[src/pad_defines.svh]
//////////////////////////////
// pad count, register widths and address map
// of the pad control block, included by every RTL file
//////////////////////////////

`ifndef PAD_DEFINES_SVH
`define PAD_DEFINES_SVH

// multiplexed pads
`define PAD_NUM_MUXED 22

// function select width, four functions
`define PAD_FUNC_W 2

// register port
`define REG_ADDR_W 8
`define REG_DATA_W 32

// word 0 to PAD_NUM_MUXED-1 are the pad selects
`define REG_STATUS_ADDR 8'h20

`endif

[src/pad_pkg.sv]
//////////////////////////////
// types shared by the pad control block
// imported by every RTL module and the config interface
//////////////////////////////

`default_nettype none

`include "pad_defines.svh"

package pad_pkg;

  // function that owns a pad
  typedef enum logic [`PAD_FUNC_W-1:0] {
    FUNC_GPIO = 2'd0,
    FUNC_SPI  = 2'd1,
    FUNC_I2C  = 2'd2,
    FUNC_UART = 2'd3
  } pad_func_e;

  // decoded register command, five values need three bits
  typedef enum logic [2:0] {
    OP_NONE,
    OP_READ_PAD,
    OP_WRITE_PAD,
    OP_READ_STATUS,
    OP_ERROR
  } cfg_op_e;

  // secure_boot on top so bits 1:0 map to boot_mode
  typedef struct packed {
    logic       secure_boot;
    logic [1:0] boot_mode;
  } boot_status_t;

  typedef logic [`PAD_NUM_MUXED-1:0] pad_vec_t;
  typedef logic [4:0]                pad_idx_t;
  typedef logic [`REG_DATA_W-1:0]    reg_data_t;

endpackage

`default_nettype wire

[src/cfg_bus_if.sv]
//////////////////////////////
// decoded command from the request decoder to the register file
// cmd_valid is a one-cycle strobe, the rest is valid with it
//////////////////////////////

`default_nettype none

`include "pad_defines.svh"

interface cfg_bus_if
  import pad_pkg::*;
();

  logic                   cmd_valid;
  cfg_op_e                cmd_op;
  pad_idx_t               cmd_pad;
  logic [`PAD_FUNC_W-1:0] cmd_wdata;

  modport decoder (
    output cmd_valid,
    output cmd_op,
    output cmd_pad,
    output cmd_wdata
  );

  modport regs (
    input cmd_valid,
    input cmd_op,
    input cmd_pad,
    input cmd_wdata
  );

endinterface

`default_nettype wire

[src/boot_ctrl.sv]
//////////////////////////////
// power-on reset synchronizer for the reference clock
// and one-shot capture of the boot pins at reset release
//////////////////////////////

`default_nettype none

`include "pad_defines.svh"

module boot_ctrl
  import pad_pkg::*;
(
  input  wire logic         ref_clk_i,
  input  wire logic         rst_n_i,
  input  wire logic [1:0]   boot_mode_i,
  input  wire logic         secure_boot_i,
  output logic              rst_sync_n_o,
  output boot_status_t      boot_status_o
);

  logic [1:0]   sync_q;
  logic         captured_q;
  boot_status_t boot_status_q;

  // async assert, release after two edges
  always_ff @(posedge ref_clk_i or negedge rst_n_i) begin
    if (!rst_n_i) begin
      sync_q <= '0;
    end else begin
      sync_q <= {sync_q[0], 1'b1};
    end
  end

  assign rst_sync_n_o = sync_q[1];

  // pins sampled once on the first cycle out of reset
  always_ff @(posedge ref_clk_i or negedge rst_sync_n_o) begin
    if (!rst_sync_n_o) begin
      captured_q    <= 1'b0;
      boot_status_q <= '0;
    end else if (!captured_q) begin
      captured_q                <= 1'b1;
      boot_status_q.boot_mode   <= boot_mode_i;
      boot_status_q.secure_boot <= secure_boot_i;
    end
  end

  assign boot_status_o = boot_status_q;

endmodule

`default_nettype wire

[src/cfg_decode.sv]
//////////////////////////////
// decode stage of the register port
// classifies each request against the address map and
// hands one command per request to the register file
//////////////////////////////

`default_nettype none

`include "pad_defines.svh"

module cfg_decode
  import pad_pkg::*;
(
  input  wire logic                   ref_clk_i,
  input  wire logic                   rst_n_i,
  input  wire logic                   req_valid_i,
  input  wire logic                   req_write_i,
  input  wire logic [`REG_ADDR_W-1:0] req_addr_i,
  input  wire reg_data_t              req_wdata_i,
  cfg_bus_if.decoder                  bus
);

  cfg_op_e op_d;

  logic                   valid_q;
  cfg_op_e                op_q;
  pad_idx_t               pad_q;
  logic [`PAD_FUNC_W-1:0] wdata_q;

  // address map check
  always_comb begin
    if (!req_valid_i) begin
      op_d = OP_NONE;
    end else if (req_addr_i < `REG_ADDR_W'(`PAD_NUM_MUXED)) begin
      op_d = req_write_i ? OP_WRITE_PAD : OP_READ_PAD;
    end else if (req_addr_i == `REG_STATUS_ADDR) begin
      // status is read-only
      op_d = req_write_i ? OP_ERROR : OP_READ_STATUS;
    end else begin
      op_d = OP_ERROR;
    end
  end

  always_ff @(posedge ref_clk_i or negedge rst_n_i) begin
    if (!rst_n_i) begin
      valid_q <= 1'b0;
      op_q    <= OP_NONE;
    end else begin
      valid_q <= req_valid_i;
      op_q    <= op_d;
    end
  end

  // payload, only looked at with valid_q
  always_ff @(posedge ref_clk_i) begin
    pad_q   <= pad_idx_t'(req_addr_i);
    wdata_q <= req_wdata_i[`PAD_FUNC_W-1:0];
  end

  assign bus.cmd_valid = valid_q;
  assign bus.cmd_op    = op_q;
  assign bus.cmd_pad   = pad_q;
  assign bus.cmd_wdata = wdata_q;

endmodule

`default_nettype wire

[src/pad_cfg_regs.sv]
//////////////////////////////
// execute stage, pad select registers and boot status
// one registered response per command, never stalls
//////////////////////////////

`default_nettype none

`include "pad_defines.svh"

module pad_cfg_regs
  import pad_pkg::*;
(
  input  wire logic         ref_clk_i,
  input  wire logic         rst_n_i,
  cfg_bus_if.regs           bus,
  input  wire boot_status_t boot_status_i,
  output pad_func_e         pad_sel_o [`PAD_NUM_MUXED],
  output logic              rsp_valid_o,
  output reg_data_t         rsp_rdata_o,
  output logic              rsp_error_o
);

  pad_func_e pad_sel_q [`PAD_NUM_MUXED];
  reg_data_t rdata_d;
  logic      error_d;
  logic      wr_en;

  assign wr_en = bus.cmd_valid && (bus.cmd_op == OP_WRITE_PAD);

  always_ff @(posedge ref_clk_i or negedge rst_n_i) begin
    if (!rst_n_i) begin
      for (int i = 0; i < `PAD_NUM_MUXED; i++) begin
        pad_sel_q[i] <= FUNC_GPIO;
      end
    end else if (wr_en) begin
      pad_sel_q[bus.cmd_pad] <= pad_func_e'(bus.cmd_wdata);
    end
  end

  // read data, zero for writes and errors
  always_comb begin
    rdata_d = '0;
    error_d = 1'b0;
    if (bus.cmd_valid) begin
      case (bus.cmd_op)
        OP_READ_PAD: begin
          rdata_d[`PAD_FUNC_W-1:0] = pad_sel_q[bus.cmd_pad];
        end
        OP_READ_STATUS: begin
          rdata_d = reg_data_t'(boot_status_i);
        end
        OP_ERROR: begin
          error_d = 1'b1;
        end
        default: begin
          rdata_d = '0;
        end
      endcase
    end
  end

  always_ff @(posedge ref_clk_i or negedge rst_n_i) begin
    if (!rst_n_i) begin
      rsp_valid_o <= 1'b0;
      rsp_error_o <= 1'b0;
    end else begin
      rsp_valid_o <= bus.cmd_valid;
      rsp_error_o <= error_d;
    end
  end

  always_ff @(posedge ref_clk_i) begin
    rsp_rdata_o <= rdata_d;
  end

  assign pad_sel_o = pad_sel_q;

endmodule

`default_nettype wire

[src/pad_mux.sv]
//////////////////////////////
// result stage, combinational pad routing
// outputs go from the owning function to the pad, the pad
// input goes back to the owner only
//////////////////////////////

`default_nettype none

`include "pad_defines.svh"

module pad_mux
  import pad_pkg::*;
(
  input  wire pad_func_e pad_sel_i [`PAD_NUM_MUXED],
  input  wire pad_vec_t  gpio_out_i,
  input  wire pad_vec_t  gpio_oe_i,
  output pad_vec_t       gpio_in_o,
  input  wire pad_vec_t  spi_out_i,
  input  wire pad_vec_t  spi_oe_i,
  output pad_vec_t       spi_in_o,
  input  wire pad_vec_t  i2c_out_i,
  input  wire pad_vec_t  i2c_oe_i,
  output pad_vec_t       i2c_in_o,
  input  wire pad_vec_t  uart_out_i,
  input  wire pad_vec_t  uart_oe_i,
  output pad_vec_t       uart_in_o,
  input  wire pad_vec_t  pad_in_i,
  output pad_vec_t       pad_out_o,
  output pad_vec_t       pad_oe_o
);

  always_comb begin
    pad_out_o = '0;
    pad_oe_o  = '0;
    gpio_in_o = '0;
    spi_in_o  = '0;
    i2c_in_o  = '0;
    uart_in_o = '0;
    for (int i = 0; i < `PAD_NUM_MUXED; i++) begin
      case (pad_sel_i[i])
        FUNC_SPI: begin
          pad_out_o[i] = spi_out_i[i];
          pad_oe_o[i]  = spi_oe_i[i];
        end
        FUNC_I2C: begin
          pad_out_o[i] = i2c_out_i[i];
          pad_oe_o[i]  = i2c_oe_i[i];
        end
        FUNC_UART: begin
          pad_out_o[i] = uart_out_i[i];
          pad_oe_o[i]  = uart_oe_i[i];
        end
        default: begin
          pad_out_o[i] = gpio_out_i[i];
          pad_oe_o[i]  = gpio_oe_i[i];
        end
      endcase
      // non-owners see zero
      gpio_in_o[i] = pad_in_i[i] & (pad_sel_i[i] == FUNC_GPIO);
      spi_in_o[i]  = pad_in_i[i] & (pad_sel_i[i] == FUNC_SPI);
      i2c_in_o[i]  = pad_in_i[i] & (pad_sel_i[i] == FUNC_I2C);
      uart_in_o[i] = pad_in_i[i] & (pad_sel_i[i] == FUNC_UART);
    end
  end

endmodule

`default_nettype wire

[src/padframe_top.sv]
//////////////////////////////
// pad control block top, reference clock domain
// register port in, pad and function vectors routed through
//////////////////////////////

`default_nettype none

`include "pad_defines.svh"

module padframe_top
  import pad_pkg::*;
(
  input  wire logic                   ref_clk_i,
  input  wire logic                   rst_n_i,
  input  wire logic [1:0]             boot_mode_i,
  input  wire logic                   secure_boot_i,
  // register port
  input  wire logic                   req_valid_i,
  input  wire logic                   req_write_i,
  input  wire logic [`REG_ADDR_W-1:0] req_addr_i,
  input  wire reg_data_t              req_wdata_i,
  output logic                        rsp_valid_o,
  output reg_data_t                   rsp_rdata_o,
  output logic                        rsp_error_o,
  // peripheral functions
  input  wire pad_vec_t               gpio_out_i,
  input  wire pad_vec_t               gpio_oe_i,
  output pad_vec_t                    gpio_in_o,
  input  wire pad_vec_t               spi_out_i,
  input  wire pad_vec_t               spi_oe_i,
  output pad_vec_t                    spi_in_o,
  input  wire pad_vec_t               i2c_out_i,
  input  wire pad_vec_t               i2c_oe_i,
  output pad_vec_t                    i2c_in_o,
  input  wire pad_vec_t               uart_out_i,
  input  wire pad_vec_t               uart_oe_i,
  output pad_vec_t                    uart_in_o,
  // pads
  input  wire pad_vec_t               pad_in_i,
  output pad_vec_t                    pad_out_o,
  output pad_vec_t                    pad_oe_o
);

  logic         rst_sync_n;
  boot_status_t boot_status;
  pad_func_e    pad_sel [`PAD_NUM_MUXED];

  cfg_bus_if cfg_bus ();

  //////////////////////////////
  // reset and boot capture
  //////////////////////////////

  boot_ctrl i_boot_ctrl (
    .ref_clk_i     ( ref_clk_i     ),
    .rst_n_i       ( rst_n_i       ),
    .boot_mode_i   ( boot_mode_i   ),
    .secure_boot_i ( secure_boot_i ),
    .rst_sync_n_o  ( rst_sync_n    ),
    .boot_status_o ( boot_status   )
  );

  //////////////////////////////
  // register pipeline
  //////////////////////////////

  cfg_decode i_cfg_decode (
    .ref_clk_i   ( ref_clk_i   ),
    .rst_n_i     ( rst_sync_n  ),
    .req_valid_i ( req_valid_i ),
    .req_write_i ( req_write_i ),
    .req_addr_i  ( req_addr_i  ),
    .req_wdata_i ( req_wdata_i ),
    .bus         ( cfg_bus     )
  );

  pad_cfg_regs i_pad_cfg_regs (
    .ref_clk_i     ( ref_clk_i   ),
    .rst_n_i       ( rst_sync_n  ),
    .bus           ( cfg_bus     ),
    .boot_status_i ( boot_status ),
    .pad_sel_o     ( pad_sel     ),
    .rsp_valid_o   ( rsp_valid_o ),
    .rsp_rdata_o   ( rsp_rdata_o ),
    .rsp_error_o   ( rsp_error_o )
  );

  //////////////////////////////
  // pad routing
  //////////////////////////////

  pad_mux i_pad_mux (
    .pad_sel_i  ( pad_sel    ),
    .gpio_out_i ( gpio_out_i ),
    .gpio_oe_i  ( gpio_oe_i  ),
    .gpio_in_o  ( gpio_in_o  ),
    .spi_out_i  ( spi_out_i  ),
    .spi_oe_i   ( spi_oe_i   ),
    .spi_in_o   ( spi_in_o   ),
    .i2c_out_i  ( i2c_out_i  ),
    .i2c_oe_i   ( i2c_oe_i   ),
    .i2c_in_o   ( i2c_in_o   ),
    .uart_out_i ( uart_out_i ),
    .uart_oe_i  ( uart_oe_i  ),
    .uart_in_o  ( uart_in_o  ),
    .pad_in_i   ( pad_in_i   ),
    .pad_out_o  ( pad_out_o  ),
    .pad_oe_o   ( pad_oe_o   )
  );

endmodule

`default_nettype wire

[config.mk]
export PLATFORM = sky130hd
export DESIGN_NAME = padframe_top
export DESIGN_NICKNAME = d
export VERILOG_FILES = /design/src/pad_pkg.sv /design/src/cfg_bus_if.sv /design/src/boot_ctrl.sv /design/src/cfg_decode.sv /design/src/pad_cfg_regs.sv /design/src/pad_mux.sv /design/src/padframe_top.sv
export VERILOG_INCLUDE_DIRS = /design/src
export SDC_FILE = /design/constraint.sdc
export NUM_CORES = 1
export LEC_CHECK = 0
export BUFFER_PORTS_ARGS = -buffer_cell sky130_fd_sc_hd__buf_2
export CAP_MARGIN = 20
export CORE_AREA = 5 5 155 157
export DETAILED_ROUTE_END_ITERATION = 10
export DIE_AREA = 0 0 160 162
export HOLD_SLACK_MARGIN = 0.1
export PLACE_DENSITY_LB_ADDON = 0.12
export SKIP_LAST_GASP = 1
export SYNTH_ARGS = -nofsm -noshare
export SYNTH_HDL_FRONTEND = slang
export SYNTH_SLANG_ARGS = --single-unit
[constraint.sdc]
create_clock -name ref_clk_i -period 3.5 [get_ports ref_clk_i]
set_clock_uncertainty 0.1 [all_clocks]
set_input_delay 0.525 -clock ref_clk_i [delete_from_list [all_inputs] [get_ports ref_clk_i]]
set_output_delay 0.525 -clock ref_clk_i [all_outputs]
set_load 0.02 [all_outputs]
==> impl_metrics.env <==
export IMPL_status="finished, final reports clean"
export IMPL_grt_ovfl_total=0
export IMPL_track_usage=0.135
export IMPL_die_h_um=162
export IMPL_critPathMaxFanout=8
export IMPL_hold_buffers=1
export IMPL_hold_viol=0
export IMPL_finalWirelength_um=18400
export IMPL_synthDistinctLibCells=46
export IMPL_fin_crit_ns=2.24
export IMPL_nNetsFinal=1021
export IMPL_die_w_um=160
export IMPL_cts_tree="done"
export IMPL_synth_top_area_cell="dfrtp_1"
export IMPL_vias=4696
export IMPL_place_congestion=0.724
export IMPL_grt_pass1_vias=4995
export IMPL_ios=411
export IMPL_yosysTopAreaCellShare=0.283
export IMPL_cellLeakagePower_nw=3.78
export IMPL_grt_use_met2=0.246
export IMPL_drive_gt1_frac=0.547
export IMPL_path_class="reg2out"
export IMPL_dieArea_sq_um=25900
export IMPL_synth_most_common_cell="dfrtp_1"
export IMPL_ant_nets=0
export IMPL_powerDensity_nw_per_um2=288
export IMPL_endpoint_kind="output port"
export IMPL_grt_antenna_before_repair=0
export IMPL_post_place_ws_ns=1.46
export IMPL_syn_area_per_cell_sq_um=10.9
export IMPL_cp_start_kind="flip-flop"
export IMPL_core_area_sq_um=22400
export IMPL_drv_slew=0
export IMPL_use_met1=0.160
export IMPL_initial_core_util=0.221
export IMPL_finalSetupViolCount=0
export IMPL_relSlewSlack=0.385
export IMPL_synth_async_reset_ratio=0.848
export IMPL_clock_path_buffers=2
export IMPL_cts_root_buf="clkbuf_16"
export IMPL_grt_busiest_layer="met2"
export IMPL_vdd_ir_drop_max_v=0.000193
export IMPL_crit_arrival_ns=1.62
export IMPL_vias_per_cell=4.41
export IMPL_worst_slew_pin_slew_ns=0.923
export IMPL_postLayoutCoreUtil=0.317
export IMPL_synthCells=453
export IMPL_dpl_hpwl_um=15600
export IMPL_synth_edf_count=0
export IMPL_max_clock_freq_ghz=0.446
export IMPL_cp_required_ns=2.87
export IMPL_rows=55
export IMPL_netlist_top_cells_count="dfrtp_1 (56), nand2_1 (49), mux4_2 (45)"
export IMPL_nFillCells=2362
export IMPL_yosys_top_cells_area="dfrtp_1 (28%), mux4_2 (20%), mux2_1 (10%), buf_4 (4.5%), dfxtp_1 (4.0%)"
export IMPL_setup_ws_ns=1.26
export IMPL_whs_ns=0.196
export IMPL_hp_class="in2reg"
export IMPL_portBuffers=351
export IMPL_netlist_area_sq_um=4950
export IMPL_grt_max_degree=40
export IMPL_grt_setup_unrepaired="no"
export IMPL_n_antenna_cell=0
export IMPL_drt_pass1_iterations=4
export IMPL_post_drt_wl_per_cell_um=17.2
export IMPL_cts_num_sinks=66
export IMPL_clk_pin_slew_worst_paths_ns=0.05
export IMPL_drtIter0Drc=187
export IMPL_cap_viol_max_count=0
export IMPL_yosysWarnings=0
export IMPL_post_cts_buffers=0
export IMPL_ys_flop_type="dfrtp_1"
export IMPL_cts_buffers_inserted=9
export IMPL_grt_pass1_wl_um=28100
export IMPL_post_route_drc_count=0
export IMPL_yosysSeqAreaShare=0.323
export IMPL_cts_repair_resize_count=0
export IMPL_ys_ff_latch=66
export IMPL_fin_setup_tns_ns=0
export IMPL_htree_levels=3
export IMPL_fin_crit_sh=0.641
export IMPL_met3_usage=0.0401
export IMPL_area_growth_pct=43.1
export IMPL_clock_latency_ns=0.33
-- final cells by class --
type / count / area [sq um] / area share
clock buffers: 13 / 240 / 0.0339
clock inverters: 3 / 40.0 / 0.00565
inverters: 2 / 7.51 / 0.00106
multi-input cells: 343 / 3060 / 0.432
flip-flops and latches: 66 / 1600 / 0.226
well taps: 285 / 357 / 0.0503
repair buffers: 354 / 1780 / 0.251
-- worst max-delay path, cell delays in order (launching register included) --
cell and delay [ns]:
dfrtp_1 0.57, mux4_2 0.55, buf_2 0.17
-- state kept, by name, summed over array words and instances, names as in the netlist --
signal / count
i_pad_cfg_regs.pad_sel_o: 44
i_boot_ctrl.boot_status_o: 3
i_boot_ctrl.captured_q: 1
i_cfg_decode.bus.cmd_op: 3
i_cfg_decode.bus.cmd_pad: 5
i_boot_ctrl.sync_q: 2
i_pad_cfg_regs.rsp_rdata_o: 3
i_pad_cfg_regs.rsp_valid_o: 1
i_pad_cfg_regs.rsp_error_o: 1
i_cfg_decode.bus.cmd_valid: 1
i_cfg_decode.bus.cmd_wdata: 2
-- layout by cell type, fill, tap and decap left out, types with 3 or more instances in the layout --
cell / instances
o22ai_1: 5
o21ai_0: 6
dfrtp_1: 55
nor2b_1: 3
and3_1: 26
nor2_4: 6
and3b_1: 14
a21oi_1: 3
mux2i_1: 18
mux4_2: 45
clkbuf_1: 4
dfxtp_1: 10
nor3b_1: 24
clkbuf_16: 9
mux2_1: 44
conb_1: 31
nor2_1: 34
buf_2: 351
nand2_1: 49
mux2_2: 4
-- cells by family (layout without fill, tap and decap cells) --
kind of cell,after synthesis,in the layout,synth area share
compound gates,26,26,0.0354
buf+inv,73,372,0.0808
flops,66,66,0.323
mux,111,111,0.350
other cells,2,31,0.00152
simple gates,175,175,0.209
-- stage by stage --
stage | total power [mW] | instances | cell area, sq um
after floorplan | 1.04 | 482 | 5060
after global placement | 1.19 | 1049 | 6800
after detailed placement | 1.20 | 1049 | 6800
after CTS | 2.08 | 1066 | 7090
after global routing | 2.14 | 1066 | 7090
final | 2.04 | 1066 | 7090
-- path summary, 6_finish.rpt --
check | slack, ns | to | from | cells after the start
worst max register to register | 1.47 | i_pad_cfg_regs.pad_sel_o[34] | i_cfg_decode.bus.cmd_op[0] | 4
worst min register to register | 0.25 | i_boot_ctrl.sync_q[1] | i_boot_ctrl.sync_q[0] | 0
worst max-delay path | 1.26 | pad_oe_o[10] | i_pad_cfg_regs.pad_sel_o[22] | 2
max in group asynchronous | 2.22 | i_pad_cfg_regs.pad_sel_o[26] | i_boot_ctrl.sync_q[1] | 1
worst min-delay path | 0.20 | i_cfg_decode.bus.cmd_wdata[1] | req_wdata_i[1] | 1
min in group asynchronous | 0.30 | i_boot_ctrl.boot_status_o[2] | i_boot_ctrl.sync_q[1] | 0
-- power by group --
| group | switching, mW | internal, mW |
|---|---|---|
| sequential | 0.0382 | 0.778 |
| combinational | 0.183 | 0.181 |
| clock | 0.314 | 0.550 |
-- routing by layer --
layer | vias up | routed length, um
met4 | 0 | 107
met2 | 202 | 9600
met5 | - | 0
li1 | 2265 | -
met1 | 2218 | 7220
met3 | 11 | 1430
Power figures use the tool's default switching activity.
